File: src/hw/bpu_pkg.sv
// Predictor widths, vector typedefs, meta layout offsets and counter reset values
package bpu_pkg;

    // Widths
    localparam int ADDR_WIDTH   = 32;
    localparam int TAG_WIDTH    = 8;
    localparam int IDX_WIDTH    = 6;
    localparam int CTR_WIDTH    = 3;
    localparam int USEFUL_WIDTH = 2;
    localparam int BCTR_WIDTH   = 2;
    localparam int PROV_WIDTH   = 2;

    typedef logic [ADDR_WIDTH-1:0]   pc_t;
    typedef logic [TAG_WIDTH-1:0]    tag_t;
    typedef logic [IDX_WIDTH-1:0]    idx_t;
    typedef logic [CTR_WIDTH-1:0]    ctr_t;
    typedef logic [USEFUL_WIDTH-1:0] useful_t;
    typedef logic [BCTR_WIDTH-1:0]   bctr_t;
    typedef logic [PROV_WIDTH-1:0]   provider_t;

    // Provider codes
    localparam provider_t PROV_BASE = 2'd0;
    localparam provider_t PROV_T1   = 2'd1;
    localparam provider_t PROV_T2   = 2'd2;

    // Counter values after allocation and after reset
    localparam ctr_t  CTR_WEAK_TAKEN = 3'b100;
    localparam bctr_t BCTR_RESET     = 2'b01;

    ////////////////////////////////////////
    // Meta layout
    ////////////////////////////////////////

    // Per-table slice
    localparam int TM_HIT_BIT    = 0;
    localparam int TM_IDX_LSB    = TM_HIT_BIT + 1;
    localparam int TM_TAG_LSB    = TM_IDX_LSB + IDX_WIDTH;
    localparam int TM_CTR_LSB    = TM_TAG_LSB + TAG_WIDTH;
    localparam int TM_USEFUL_LSB = TM_CTR_LSB + CTR_WIDTH;
    localparam int TM_WIDTH      = TM_USEFUL_LSB + USEFUL_WIDTH;

    typedef logic [TM_WIDTH-1:0] tmeta_t;

    // Whole meta vector
    localparam int META_PROV_LSB = 0;
    localparam int META_T1_LSB   = META_PROV_LSB + PROV_WIDTH;
    localparam int META_T2_LSB   = META_T1_LSB + TM_WIDTH;
    localparam int META_BCTR_LSB = META_T2_LSB + TM_WIDTH;
    localparam int META_BIDX_LSB = META_BCTR_LSB + BCTR_WIDTH;
    localparam int META_PRED_BIT = META_BIDX_LSB + IDX_WIDTH;
    localparam int META_WIDTH    = META_PRED_BIT + 1;

    typedef logic [META_WIDTH-1:0] meta_t;

endpackage

File: src/hw/tage_update_if.sv
// Update command bundle for one tagged table, policy and table modports
`timescale 1ns/1ps

interface tage_update_if;

    // Write strobe, takes effect at the clock edge
    logic               upd_valid;

    // Training controls
    logic               upd_ctr;
    logic               inc_ctr;
    logic               upd_useful;
    logic               inc_useful;
    logic               realloc;

    // Entry contents captured at prediction time
    bpu_pkg::ctr_t      old_ctr;
    bpu_pkg::useful_t   old_useful;
    bpu_pkg::tag_t      tag;
    bpu_pkg::idx_t      index;

    modport policy (
        output upd_valid, upd_ctr, inc_ctr, upd_useful, inc_useful, realloc,
        output old_ctr, old_useful, tag, index
    );

    modport tbl (
        input upd_valid, upd_ctr, inc_ctr, upd_useful, inc_useful, realloc,
        input old_ctr, old_useful, tag, index
    );

endinterface

File: src/hw/csr_hash.sv
// Circular shift register fold of a history window into a short hash
`timescale 1ns/1ps

module csr_hash #(
    parameter int INPUT_LENGTH  = 8,
    parameter int OUTPUT_LENGTH = 6
) (
    input  logic                     clk,
    input  logic                     arst_n_i,
    input  logic                     push_i,
    input  logic                     new_bit_i,
    input  logic                     old_bit_i,
    output logic [OUTPUT_LENGTH-1:0] hash_o
);

    // Fold position of the bit leaving the window
    localparam int OUT_POS = INPUT_LENGTH % OUTPUT_LENGTH;

    logic [OUTPUT_LENGTH-1:0] hash_q;
    logic [OUTPUT_LENGTH-1:0] hash_next;

    always_comb begin
        // Rotate left by one
        hash_next = {hash_q[OUTPUT_LENGTH-2:0], hash_q[OUTPUT_LENGTH-1]};
        hash_next[0] = hash_next[0] ^ new_bit_i;
        // Cancel the oldest bit out of the fold
        hash_next[OUT_POS] = hash_next[OUT_POS] ^ old_bit_i;
    end

    always_ff @(posedge clk or negedge arst_n_i) begin
        if (!arst_n_i) begin
            hash_q <= '0;
        end else if (push_i) begin
            hash_q <= hash_next;
        end
    end

    assign hash_o = hash_q;

endmodule

File: src/hw/pht_ram.sv
// Register array table memory with registered read port and write port
`timescale 1ns/1ps

module pht_ram #(
    parameter int DATA_WIDTH = 8,
    parameter int DEPTH      = 64
) (
    input  logic                     clk,
    input  logic                     arst_n_i,
    input  logic [$clog2(DEPTH)-1:0] raddr_i,
    output logic [DATA_WIDTH-1:0]    rdata_o,
    input  logic                     we_i,
    input  logic [$clog2(DEPTH)-1:0] waddr_i,
    input  logic [DATA_WIDTH-1:0]    wdata_i
);

    logic [DATA_WIDTH-1:0] mem [DEPTH];

    // Read sees the old word when the same address is written
    always_ff @(posedge clk or negedge arst_n_i) begin
        if (!arst_n_i) begin
            for (int i = 0; i < DEPTH; i++) begin
                mem[i] <= '0;
            end
            rdata_o <= '0;
        end else begin
            rdata_o <= mem[raddr_i];
            if (we_i) begin
                mem[waddr_i] <= wdata_i;
            end
        end
    end

endmodule

File: src/hw/base_predictor.sv
// Bimodal base table of 2-bit counters with registered read and saturating update
`timescale 1ns/1ps

module base_predictor (
    input  logic               clk,
    input  logic               arst_n_i,
    input  bpu_pkg::pc_t       query_pc_i,
    output bpu_pkg::bctr_t     ctr_o,
    output bpu_pkg::idx_t      index_o,
    input  logic               upd_valid_i,
    input  logic               upd_taken_i,
    input  bpu_pkg::idx_t      upd_index_i,
    input  bpu_pkg::bctr_t     upd_ctr_i
);

    localparam int DEPTH = 1 << bpu_pkg::IDX_WIDTH;

    bpu_pkg::bctr_t cnt_mem [DEPTH];
    bpu_pkg::idx_t  query_idx;
    bpu_pkg::bctr_t new_ctr;

    // Word-aligned PC bits
    assign query_idx = query_pc_i[2 +: bpu_pkg::IDX_WIDTH];

    // Saturating step of the counter carried in the meta
    always_comb begin
        new_ctr = upd_ctr_i;
        if (upd_taken_i && upd_ctr_i != '1) begin
            new_ctr = upd_ctr_i + 1'b1;
        end else if (!upd_taken_i && upd_ctr_i != '0) begin
            new_ctr = upd_ctr_i - 1'b1;
        end
    end

    always_ff @(posedge clk or negedge arst_n_i) begin
        if (!arst_n_i) begin
            for (int i = 0; i < DEPTH; i++) begin
                cnt_mem[i] <= bpu_pkg::BCTR_RESET;
            end
            ctr_o   <= bpu_pkg::BCTR_RESET;
            index_o <= '0;
        end else begin
            ctr_o   <= cnt_mem[query_idx];
            index_o <= query_idx;
            if (upd_valid_i) begin
                cnt_mem[upd_index_i] <= new_ctr;
            end
        end
    end

endmodule

File: src/hw/tagged_predictor.sv
// Tagged table with folded history index and tag, registered lookup and update
`timescale 1ns/1ps

module tagged_predictor #(
    parameter int HIST_LEN  = 4,
    parameter int PHT_DEPTH = 64
) (
    input  logic                clk,
    input  logic                arst_n_i,
    input  bpu_pkg::pc_t        query_pc_i,
    input  logic                hist_push_i,
    input  logic                hist_new_i,
    input  logic                hist_old_i,
    output logic                hit_o,
    output bpu_pkg::ctr_t       ctr_o,
    output bpu_pkg::useful_t    useful_o,
    output bpu_pkg::idx_t       index_o,
    output bpu_pkg::tag_t       tag_o,
    tage_update_if.tbl          upd
);

    // Entry is valid, counter, tag, useful
    localparam int ENTRY_WIDTH = 1 + bpu_pkg::CTR_WIDTH + bpu_pkg::TAG_WIDTH
                               + bpu_pkg::USEFUL_WIDTH;

    bpu_pkg::idx_t              idx_fold;
    bpu_pkg::tag_t              tag_fold1;
    logic [bpu_pkg::TAG_WIDTH-2:0] tag_fold2;
    bpu_pkg::idx_t              query_idx;
    bpu_pkg::idx_t              query_idx_q;
    bpu_pkg::tag_t              query_tag;
    bpu_pkg::tag_t              query_tag_q;
    logic [ENTRY_WIDTH-1:0]     rd_entry;
    logic [ENTRY_WIDTH-1:0]     wr_entry;
    logic                       rd_valid;
    bpu_pkg::tag_t              rd_tag;
    bpu_pkg::ctr_t              new_ctr;
    bpu_pkg::useful_t           new_useful;

    ////////////////////////////////////////
    // History folds
    ////////////////////////////////////////

    csr_hash #(
        .INPUT_LENGTH (HIST_LEN),
        .OUTPUT_LENGTH(bpu_pkg::IDX_WIDTH)
    ) idx_hash_i (
        .clk      (clk),
        .arst_n_i (arst_n_i),
        .push_i   (hist_push_i),
        .new_bit_i(hist_new_i),
        .old_bit_i(hist_old_i),
        .hash_o   (idx_fold)
    );

    csr_hash #(
        .INPUT_LENGTH (HIST_LEN),
        .OUTPUT_LENGTH(bpu_pkg::TAG_WIDTH)
    ) tag_hash1_i (
        .clk      (clk),
        .arst_n_i (arst_n_i),
        .push_i   (hist_push_i),
        .new_bit_i(hist_new_i),
        .old_bit_i(hist_old_i),
        .hash_o   (tag_fold1)
    );

    // One bit shorter so the two tag folds differ
    csr_hash #(
        .INPUT_LENGTH (HIST_LEN),
        .OUTPUT_LENGTH(bpu_pkg::TAG_WIDTH - 1)
    ) tag_hash2_i (
        .clk      (clk),
        .arst_n_i (arst_n_i),
        .push_i   (hist_push_i),
        .new_bit_i(hist_new_i),
        .old_bit_i(hist_old_i),
        .hash_o   (tag_fold2)
    );

    ////////////////////////////////////////
    // Lookup
    ////////////////////////////////////////

    assign query_idx = idx_fold ^ query_pc_i[2 +: bpu_pkg::IDX_WIDTH]
                     ^ query_pc_i[2 + bpu_pkg::IDX_WIDTH +: bpu_pkg::IDX_WIDTH];
    assign query_tag = query_pc_i[2 +: bpu_pkg::TAG_WIDTH] ^ tag_fold1 ^ {tag_fold2, 1'b0};

    // Aligned with the RAM read
    always_ff @(posedge clk) begin
        query_idx_q <= query_idx;
        query_tag_q <= query_tag;
    end

    assign {rd_valid, ctr_o, rd_tag, useful_o} = rd_entry;
    assign hit_o   = rd_valid && (rd_tag == query_tag_q);
    assign index_o = query_idx_q;
    assign tag_o   = query_tag_q;

    ////////////////////////////////////////
    // Update
    ////////////////////////////////////////

    always_comb begin
        new_ctr    = upd.old_ctr;
        new_useful = upd.old_useful;
        if (upd.upd_ctr) begin
            if (upd.inc_ctr && upd.old_ctr != '1) begin
                new_ctr = upd.old_ctr + 1'b1;
            end else if (!upd.inc_ctr && upd.old_ctr != '0) begin
                new_ctr = upd.old_ctr - 1'b1;
            end
        end
        if (upd.upd_useful) begin
            if (upd.inc_useful && upd.old_useful != '1) begin
                new_useful = upd.old_useful + 1'b1;
            end else if (!upd.inc_useful && upd.old_useful != '0) begin
                new_useful = upd.old_useful - 1'b1;
            end
        end
        // Fresh entry starts weakly taken and not useful
        if (upd.realloc) begin
            new_ctr    = bpu_pkg::CTR_WEAK_TAKEN;
            new_useful = '0;
        end
    end

    assign wr_entry = {1'b1, new_ctr, upd.tag, new_useful};

    pht_ram #(
        .DATA_WIDTH(ENTRY_WIDTH),
        .DEPTH     (PHT_DEPTH)
    ) pht_i (
        .clk     (clk),
        .arst_n_i(arst_n_i),
        .raddr_i (query_idx),
        .rdata_o (rd_entry),
        .we_i    (upd.upd_valid),
        .waddr_i (upd.index),
        .wdata_i (wr_entry)
    );

endmodule

File: src/hw/tage_predictor.sv
// TAGE predictor top with global history, provider choice, meta packing and update policy
`timescale 1ns/1ps

module tage_predictor #(
    parameter int PHT_DEPTH   = 64,
    parameter int T1_HIST_LEN = 4,
    parameter int T2_HIST_LEN = 8
) (
    input  logic                   clk,
    input  logic                   arst_n_i,
    input  logic                   query_valid_i,
    input  bpu_pkg::pc_t           query_pc_i,
    output logic                   pred_taken_o,
    output bpu_pkg::provider_t     pred_provider_o,
    output bpu_pkg::meta_t         pred_meta_o,
    input  logic                   upd_valid_i,
    input  logic                   upd_taken_i,
    input  bpu_pkg::pc_t           upd_pc_i,
    input  bpu_pkg::meta_t         upd_meta_i,
    input  logic                   hist_push_i,
    input  logic                   hist_taken_i
);

    logic [T2_HIST_LEN-1:0] ghr;
    logic                   query_valid_q;
    logic                   pred_raw;
    bpu_pkg::provider_t     provider;
    bpu_pkg::bctr_t         base_ctr;
    bpu_pkg::idx_t          base_idx;
    logic                   t1_hit, t2_hit;
    bpu_pkg::ctr_t          t1_ctr, t2_ctr;
    bpu_pkg::useful_t       t1_useful, t2_useful;
    bpu_pkg::idx_t          t1_idx, t2_idx;
    bpu_pkg::tag_t          t1_tag, t2_tag;

    // Update side decode
    bpu_pkg::provider_t     m_prov;
    bpu_pkg::tmeta_t        m1, m2;
    logic                   m_pred, mispred, base_pred, t1_pred;
    logic                   t1_lower, t2_lower, t1_alloc, t2_alloc;

    tage_update_if upd1_if ();
    tage_update_if upd2_if ();

    ////////////////////////////////////////
    // Global history
    ////////////////////////////////////////

    // Bit 0 is the newest outcome
    always_ff @(posedge clk or negedge arst_n_i) begin
        if (!arst_n_i) begin
            ghr           <= '0;
            query_valid_q <= 1'b0;
        end else begin
            query_valid_q <= query_valid_i;
            if (hist_push_i) begin
                ghr <= {ghr[T2_HIST_LEN-2:0], hist_taken_i};
            end
        end
    end

    base_predictor base_i (
        .clk        (clk),
        .arst_n_i   (arst_n_i),
        .query_pc_i (query_pc_i),
        .ctr_o      (base_ctr),
        .index_o    (base_idx),
        .upd_valid_i(upd_valid_i && (m_prov == bpu_pkg::PROV_BASE)),
        .upd_taken_i(upd_taken_i),
        .upd_index_i(upd_meta_i[bpu_pkg::META_BIDX_LSB +: bpu_pkg::IDX_WIDTH]),
        .upd_ctr_i  (upd_meta_i[bpu_pkg::META_BCTR_LSB +: bpu_pkg::BCTR_WIDTH])
    );

    // Each table drops the oldest bit of its own window
    tagged_predictor #(.HIST_LEN(T1_HIST_LEN), .PHT_DEPTH(PHT_DEPTH)) t1_i (
        .clk(clk), .arst_n_i(arst_n_i), .query_pc_i(query_pc_i),
        .hist_push_i(hist_push_i), .hist_new_i(hist_taken_i),
        .hist_old_i(ghr[T1_HIST_LEN-1]),
        .hit_o(t1_hit), .ctr_o(t1_ctr), .useful_o(t1_useful),
        .index_o(t1_idx), .tag_o(t1_tag), .upd(upd1_if)
    );

    tagged_predictor #(.HIST_LEN(T2_HIST_LEN), .PHT_DEPTH(PHT_DEPTH)) t2_i (
        .clk(clk), .arst_n_i(arst_n_i), .query_pc_i(query_pc_i),
        .hist_push_i(hist_push_i), .hist_new_i(hist_taken_i),
        .hist_old_i(ghr[T2_HIST_LEN-1]),
        .hit_o(t2_hit), .ctr_o(t2_ctr), .useful_o(t2_useful),
        .index_o(t2_idx), .tag_o(t2_tag), .upd(upd2_if)
    );

    ////////////////////////////////////////
    // Provider choice and meta
    ////////////////////////////////////////

    // Longest history hit wins
    always_comb begin
        if (t2_hit) begin
            provider = bpu_pkg::PROV_T2;
            pred_raw = t2_ctr[bpu_pkg::CTR_WIDTH-1];
        end else if (t1_hit) begin
            provider = bpu_pkg::PROV_T1;
            pred_raw = t1_ctr[bpu_pkg::CTR_WIDTH-1];
        end else begin
            provider = bpu_pkg::PROV_BASE;
            pred_raw = base_ctr[bpu_pkg::BCTR_WIDTH-1];
        end
    end

    assign pred_taken_o    = query_valid_q && pred_raw;
    assign pred_provider_o = provider;

    always_comb begin
        pred_meta_o = '0;
        pred_meta_o[bpu_pkg::META_PROV_LSB +: bpu_pkg::PROV_WIDTH] = provider;
        pred_meta_o[bpu_pkg::META_T1_LSB +: bpu_pkg::TM_WIDTH] =
            {t1_useful, t1_ctr, t1_tag, t1_idx, t1_hit};
        pred_meta_o[bpu_pkg::META_T2_LSB +: bpu_pkg::TM_WIDTH] =
            {t2_useful, t2_ctr, t2_tag, t2_idx, t2_hit};
        pred_meta_o[bpu_pkg::META_BCTR_LSB +: bpu_pkg::BCTR_WIDTH] = base_ctr;
        pred_meta_o[bpu_pkg::META_BIDX_LSB +: bpu_pkg::IDX_WIDTH]  = base_idx;
        pred_meta_o[bpu_pkg::META_PRED_BIT] = pred_taken_o;
    end

    ////////////////////////////////////////
    // Update policy
    ////////////////////////////////////////

    assign m_prov    = upd_meta_i[bpu_pkg::META_PROV_LSB +: bpu_pkg::PROV_WIDTH];
    assign m1        = upd_meta_i[bpu_pkg::META_T1_LSB +: bpu_pkg::TM_WIDTH];
    assign m2        = upd_meta_i[bpu_pkg::META_T2_LSB +: bpu_pkg::TM_WIDTH];
    assign m_pred    = upd_meta_i[bpu_pkg::META_PRED_BIT];
    assign mispred   = (m_pred != upd_taken_i);
    assign base_pred = upd_meta_i[bpu_pkg::META_BCTR_LSB + bpu_pkg::BCTR_WIDTH - 1];
    assign t1_pred   = m1[bpu_pkg::TM_CTR_LSB + bpu_pkg::CTR_WIDTH - 1];

    // Next lower source behind each table
    assign t1_lower = base_pred;
    assign t2_lower = m1[bpu_pkg::TM_HIT_BIT] ? t1_pred : base_pred;

    // Allocate one table above the provider
    assign t1_alloc = mispred && (m_prov == bpu_pkg::PROV_BASE);
    assign t2_alloc = mispred && (m_prov == bpu_pkg::PROV_T1);

    assign upd1_if.upd_valid  = upd_valid_i && ((m_prov == bpu_pkg::PROV_T1) || t1_alloc);
    assign upd1_if.upd_ctr    = (m_prov == bpu_pkg::PROV_T1);
    assign upd1_if.inc_ctr    = upd_taken_i;
    assign upd1_if.upd_useful = (m_prov == bpu_pkg::PROV_T1) && (t1_lower != m_pred);
    assign upd1_if.inc_useful = !mispred;
    assign upd1_if.realloc    = t1_alloc;
    assign upd1_if.old_ctr    = m1[bpu_pkg::TM_CTR_LSB +: bpu_pkg::CTR_WIDTH];
    assign upd1_if.old_useful = m1[bpu_pkg::TM_USEFUL_LSB +: bpu_pkg::USEFUL_WIDTH];
    assign upd1_if.tag        = m1[bpu_pkg::TM_TAG_LSB +: bpu_pkg::TAG_WIDTH];
    assign upd1_if.index      = m1[bpu_pkg::TM_IDX_LSB +: bpu_pkg::IDX_WIDTH];

    assign upd2_if.upd_valid  = upd_valid_i && ((m_prov == bpu_pkg::PROV_T2) || t2_alloc);
    assign upd2_if.upd_ctr    = (m_prov == bpu_pkg::PROV_T2);
    assign upd2_if.inc_ctr    = upd_taken_i;
    assign upd2_if.upd_useful = (m_prov == bpu_pkg::PROV_T2) && (t2_lower != m_pred);
    assign upd2_if.inc_useful = !mispred;
    assign upd2_if.realloc    = t2_alloc;
    assign upd2_if.old_ctr    = m2[bpu_pkg::TM_CTR_LSB +: bpu_pkg::CTR_WIDTH];
    assign upd2_if.old_useful = m2[bpu_pkg::TM_USEFUL_LSB +: bpu_pkg::USEFUL_WIDTH];
    assign upd2_if.tag        = m2[bpu_pkg::TM_TAG_LSB +: bpu_pkg::TAG_WIDTH];
    assign upd2_if.index      = m2[bpu_pkg::TM_IDX_LSB +: bpu_pkg::IDX_WIDTH];

endmodule

File: config.mk
export PLATFORM = sky130hd
export DESIGN_NAME = tage_predictor
export DESIGN_NICKNAME = d
export VERILOG_FILES = /design/src/hw/bpu_pkg.sv /design/src/hw/tage_update_if.sv /design/src/hw/csr_hash.sv /design/src/hw/pht_ram.sv /design/src/hw/base_predictor.sv /design/src/hw/tagged_predictor.sv /design/src/hw/tage_predictor.sv
export SDC_FILE = /design/constraint.sdc
export NUM_CORES = 2
export LEC_CHECK = 0
export BUFFER_PORTS_ARGS = -buffer_cell sky130_fd_sc_hd__buf_2
export CORE_AREA = 2 2 452 319
export DETAILED_ROUTE_END_ITERATION = 8
export DIE_AREA = 0 0 454 321
export GPL_TIMING_DRIVEN = 0
export PLACE_DENSITY = 0.82
export SLEW_MARGIN = 20
export SYNTH_ARGS = -nofsm -noshare
export SYNTH_HDL_FRONTEND = slang
export SYNTH_SLANG_ARGS = --single-unit
File: constraint.sdc
create_clock -name clk -period 6.98 [get_ports clk]
set_input_delay 0.349 -clock clk [delete_from_list [all_inputs] [get_ports clk]]
set_output_delay 0.349 -clock clk [all_outputs]
set_load 0.02 [all_outputs]
# After elaboration in Yosys (flattened, before gate mapping)
# Index checks and enable logic that the tools add are counted.
[op_classes]
add_sub_neg = 10
n_mul = 0
n_div = 0
magnitude_cmp = 9
n_eq_ne = 12
shifts = 0
mux = 41
bitwise = 26
reduce_logical = 33
[ops]
columns = ["operator", "n"]
rows = [
  ["bitwise mux 896 bit", 2],
  ["binary-select mux 14 bit (select 6 bit)", 2],
  ["demux 14 bit (select 6 bit)", 2],
  ["bitwise mux 128 bit", 1],
  ["two-way mux 14 bit", 6],
  [">= comparator 7 bit, second input constant", 6],
  ["inverter 6 -> 7 bit", 6],
  ["XOR 8 bit", 4],
  ["two-way mux 2 bit", 14],
  ["two-way mux 3 bit", 8],
  ["XOR 6 bit", 4],
  ["logical AND 1 bit", 23],
  ["less-than comparator 7 x 1 -> 1 bit, second input constant", 3],
  ["equality test 8 bit", 2],
  ["binary-select mux 2 bit (select 6 bit)", 1],
  ["demux 2 bit (select 6 bit)", 1],
  ["XOR 1 bit", 12],
  ["adder 2 x 1 -> 2 bit, second input constant", 3],
  ["adder 3 x 1 -> 3 bit, second input constant", 2],
  ["inequality test 2 bit, second input constant", 3],
  ["inequality test 3 bit, second input constant", 2],
  ["nonzero test 2 bit", 3],
  ["nonzero test 3 bit", 2],
  ["subtractor 2 x 1 -> 2 bit, second input constant", 3],
  ["8 further kinds", 16],
]
[totals]
reg_bits = 2035
latchBits = 0
ramBits = 0
mem_bits_ro = 0
in_bits = 122
out_inout_bits = 54
mem_count = 0

# Depth between registers and ports, before layout
[logic_depth]
depth_word = 7
depth_mapped = 9

# Hierarchy
# Synthesis repeated with hierarchy kept, for this count alone.
[unflattened]
cells_unflattened = 6154
area_unflattened_um2 = 92756.5
[by_module_without_submodules]
columns = ["mod", "n_inst", "cells_each", "area_per_inst_um2", "seq_area_each_um2"]
rows = [
  ["pht_ram", 2, 2588, 41071.9, 22771.8],
  ["base_predictor", 1, 606, 6317.3, 3484.6],
  ["tagged_predictor", 2, 92, 884.6, 280.3],
  ["csr_hash at t1_i.tag_hash2_i ...", 2, 24, 334.1, 175.2],
  ["csr_hash at t1_i.idx_hash_i ...", 2, 21, 286.5, 150.1],
  ["tage_predictor", 1, 46, 528.0, 225.2],
  ["csr_hash at t1_i.tag_hash1_i", 1, 27, 381.6, 200.2],
  ["csr_hash at t2_i.tag_hash1_i", 1, 25, 375.4, 200.2],
]

# Worst setup path after synthesis
# Ideal clock, no wire load.
[synth_path]
path_kind = "input port to flip-flop"
start = "input port query_pc_i[2]"
end = "register t1_i.pht_i.rdata_o[10]"
setup_time_ns = 0.120
arrival_time_ns = 2.353
required_time_ns = 6.860
path_slack_ns = 4.507
path_stages = 9
cell_sequence = "buf_4 -> xnor3_1 -> buf_2 -> buf_6 -> buf_2 -> mux4_2 -> a22oi_1 -> nand3_1 -> and4_1"
[synth_via]
elab_chain_cells = 6
[synth_rtl]
columns = ["item", "line_no", "source"]
rows = [
  ["start: declaration", "tage_predictor.sv:12", "input bpu_pkg::pc_t query_pc_i,"],
  ["XOR 6 bit", "tagged_predictor.sv:85", "assign query_idx = idx_fold ^ query_pc_i[2 +: bpu_pkg::IDX_WIDTH]"],
  ["XOR 6 bit", "tagged_predictor.sv:86", "^ query_pc_i[2 + bpu_pkg::IDX_WIDTH +: bpu_pkg::IDX_WIDTH];"],
  ["inverter 6 -> 7 bit (implied by the code)", "pht_ram.sv:27", "rdata_o <= mem[raddr_i];"],
  ["binary-select mux 14 bit (select 6 bit)", "pht_ram.sv:27", ""],
  ["two-way mux 14 bit (implied by the code) (2 in series)", "pht_ram.sv:27", ""],
  ["end signal: assignment", "pht_ram.sv:27", ""],
  ["end: declaration", "pht_ram.sv:11", "output logic [DATA_WIDTH-1:0] rdata_o,"],
]
# No other way between the ends. The select of a mux whose other input is x is not followed.
# A chain may end at the register's enable or synchronous reset.

# Final worst setup path
[layout_path]
start = "input port query_pc_i[3]"
end = "register t2_i.pht_i.rdata_o[8]"
[layout_via]
elab_chain_cells = 6
[layout_rtl]
columns = ["item", "line_no"]
rows = [
  ["XOR 6 bit", "tagged_predictor.sv:85"],
  ["XOR 6 bit", "tagged_predictor.sv:86"],
  ["inverter 6 -> 7 bit (implied by the code)", "pht_ram.sv:27"],
  ["binary-select mux 14 bit (select 6 bit)", "pht_ram.sv:27"],
  ["two-way mux 14 bit (implied by the code) (2 in series)", "pht_ram.sv:27"],
  ["end signal: assignment", "pht_ram.sv:27"],
  ["end: declaration", "pht_ram.sv:11"],
]
# No other way between the ends. The select of a mux whose other input is x is not followed.

==> impl_metrics.ini <==
[global_routing]
grt_pass1_vias = 58842
track_usage_pct = 37.8
grt_overflow = 0
grt_pass1_wl_um = 398000
grt_max_degree = 142
antenna_found_initial = 24

[timing]
fin_skew_ps = 23.3
timing.final.ws_setup_ps = 2460
fmax_mhz = 221
finalCritPeriodShare_pct = 64.8
layout_min_cycle_time_ps = 4520
rsz0062_at_grt = false
slew_headroom_pct = 17.2
setup_tns_ps = 0
drv_slew = 0
hold_viol_final = 0
setup_violations = 0
worst_pin_slew_ps = 1240

[logic_synthesis]
synthArstFlopShare_pct = 98.6
synth-seq-cells = 2035
synth_seq_area_share_pct = 55.6
synthTopCellsByCount = dfrtp_1, mux2_2, mux4_2, clkbuf_1, a22oi_1
syn_nets = 6114
synth_top_area_share_pct = 53.1
yosysTopAreaCell = dfrtp_1
synthCells = 5976
synth_edf_count = 0
post_synth.cell_area_avg_um2 = 15.3
synthMostInstantiatedCell = dfrtp_1
synth_area_mm2 = 0.0914
synth_ff_type = dfrtp_1
ys_types = 57
yosys-top-cells-area = dfrtp_1, mux2_2, mux4_2, dfstp_2, a22oi_1
yosysWarnings = 0

[final_layout]
post-route-util_pct = 71.6
layout-drive-gt1-share_pct = 48.0
final_cell_count_no_fill = 8345
syn_to_final_growth_pct = 11.0
final.fill_count = 8787
nets = 6439

[routing]
first_iter_violations = 7105
drc = 0
routed_wl_um = 270000
firstDrtPassIters = 6
antenna_left = 0
routedWlPerCell_um = 32.3
routed_via_density = 6.89
num_vias = 57466

[min_path]
hold_class = primary input to flip-flop

[clock_tree]
ctsLongestPathBuffers = 3
clk-insertion-delay-late_ps = 850
cts_root_buf = clkbuf_16
cts_tree = done
cts_sinks = 2035
cts_made_buffers = 186
cts-resized-gates = 0
htree_levels = 4
clk_pin_slew_ps = 70

[place]
portBuffers = 99
gp_congestion = 1.02
dp_cells = 7988
pre_cts_slack_ps = 2290
post-dp-hpwl_um = 193000

[power]
leakage_nw = 47.6
vdd_drop_max_v = 0.000335
power_density_mw_per_mm2 = 336

[critical_path]
critical_path_class = primary input to flip-flop
startpoint_type = primary input
crit_path_max_fanout = 10
cp.arrival_ps = 5190
required_ps = 7650
end_kind = flip-flop

[floorplanning]
die_width_um = 454
rows = 116
chipHeight_um = 321
io_pins = 176
core_mm2 = 0.142
dieArea_mm2 = 0.146
initial_core_util_pct = 64.5

[run]
maxCapViolCount = 0

[run_status]
status = complete, no violations
==> power by group <==
group	switching, W	total [W]	internal [W]
Combinational	0.00621	0.00965	0.00345
Clock	0.00461	0.0108	0.00623
Sequential	0.000726	0.0137	0.0129
==> metrics by stage <==
stage / cell area, um^2 / power [W] / hold WS (ps)
after floorplan: 91400 / 0.0191 / 53.4
after global placement: 94300 / 0.0228 / 443
after detailed placement: 95000 / 0.0231 / 340
after CTS: 101000 / 0.0338 / 1.07
after global routing: 102000 / 0.0350 / 46.0
final: 102000 / 0.0341 / 45.8
==> per-layer routing <==
metal	global-route usage, %	share of wire [%]
met5	1.23	0.13
met4	15.1	4.4
met3	17.2	15
met2	49.1	41
met1	55.2	40
==> critical path, stage by stage <==
cell,delay (ps)
dlygate4sd3_1,530
buf_2,140
buf_2,230
xor3_1,580
buf_2,450
buf_2,470
clkbuf_1,840
mux4_2,420
a22oi_1,300
nand3_1,370
and4_1,470
==> logic make-up (layout without fill, tap and decap cells) <==
kind of cell / Yosys count / after routing / share of synthesized area [%]
xor gates and xnor gates: 78 / 78 / 0.884
adders and majority gates: 16 / 16 / 0.219
AOI/OAI and AO/OA: 355 / 355 / 2.63
and+or+nand+nor: 679 / 679 / 4.16
muxes: 2239 / 2239 / 33.6
DFF: 2035 / 2035 / 55.6
other: 0 / 8 / 0
buffers and inverters: 574 / 1047 / 2.88
==> area by class of cell <==
class                           count  area [um^2]  area share [%]
Antenna cell                        8         20.0          0.0197
Buffer                            554         2570            2.53
Clock buffer                      269         5490            5.40
Clock inverter                     67          917           0.903
Inverter                           20         75.1          0.0739
Multi-Input combinational cell   3367        38100            37.5
Sequential cell                  2035        50900            50.1
Tap cell                         1888         2360            2.33
Timing Repair Buffer              137         1180            1.16
==> final timing paths <==
path / cells after the start / endpoint / from / slack (ps)
max: 11 / t2_i.pht_i.rdata_o[8] / query_pc_i[3] / 2460
min: 2 / t1_i.index_o[2] / query_pc_i[10] / 50
max reg2reg: 8 / t2_i.pht_i.rdata_o[8] / t2_i.idx_hash_i.hash_o[1] / 2590
min reg2reg: 1 / t1_i.pht_i.mem[237] / t1_i.pht_i.mem[237] / 460
max in group asynchronous: 7 / t2_i.pht_i.mem[348] / arst_n_i / 3600
min in group asynchronous: 2 / t1_i.pht_i.mem[887] / arst_n_i / 80
==> flip-flops by register name (all words and copies together) (netlist names), 6 cells and up <==
| signal | count |
|---|---|
| t1_i.tag_o | 8 |
| t1_i.index_o | 6 |
| t1_i.tag_hash2_i.hash_o | 7 |
| t1_i.pht_i.rdata_o | 14 |
| t2_i.index_o | 6 |
| t1_i.pht_i.mem | 896 |
| base_i.index_o | 6 |
| ghr | 8 |
| t1_i.idx_hash_i.hash_o | 6 |
| t2_i.tag_hash2_i.hash_o | 7 |
| t2_i.tag_o | 8 |
| base_i.cnt_mem | 128 |
| t2_i.pht_i.rdata_o | 14 |
| t1_i.tag_hash1_i.hash_o | 8 |
| t2_i.idx_hash_i.hash_o | 6 |
| t2_i.tag_hash1_i.hash_o | 8 |
| t2_i.pht_i.mem | 896 |
==> placed cells by master, fill, tap and decap left out, types with 107 or more instances in the layout <==
| cell | netlist | final |
|---|---|---|
| buf_2 | 177 | 282 |
| mux4_2 | 490 | 490 |
| mux2_2 | 1703 | 1703 |
| nand2_1 | 107 | 107 |
| nor2_1 | 140 | 139 |
| dfrtp_1 | 1942 | 1942 |
| nand3_1 | 119 | 119 |
| or2_2 | 107 | 107 |
| clkbuf_1 | 285 | 322 |
| clkbuf_16 | 0 | 194 |
| a22oi_1 | 226 | 226 |
==> repair_timing <==
action / CTS / global route
buffers inserted: 0 / 0
hold buffers: 12 / 0
hold endpoints to repair: 200 / 0
Power figures use the tool's default switching activity.
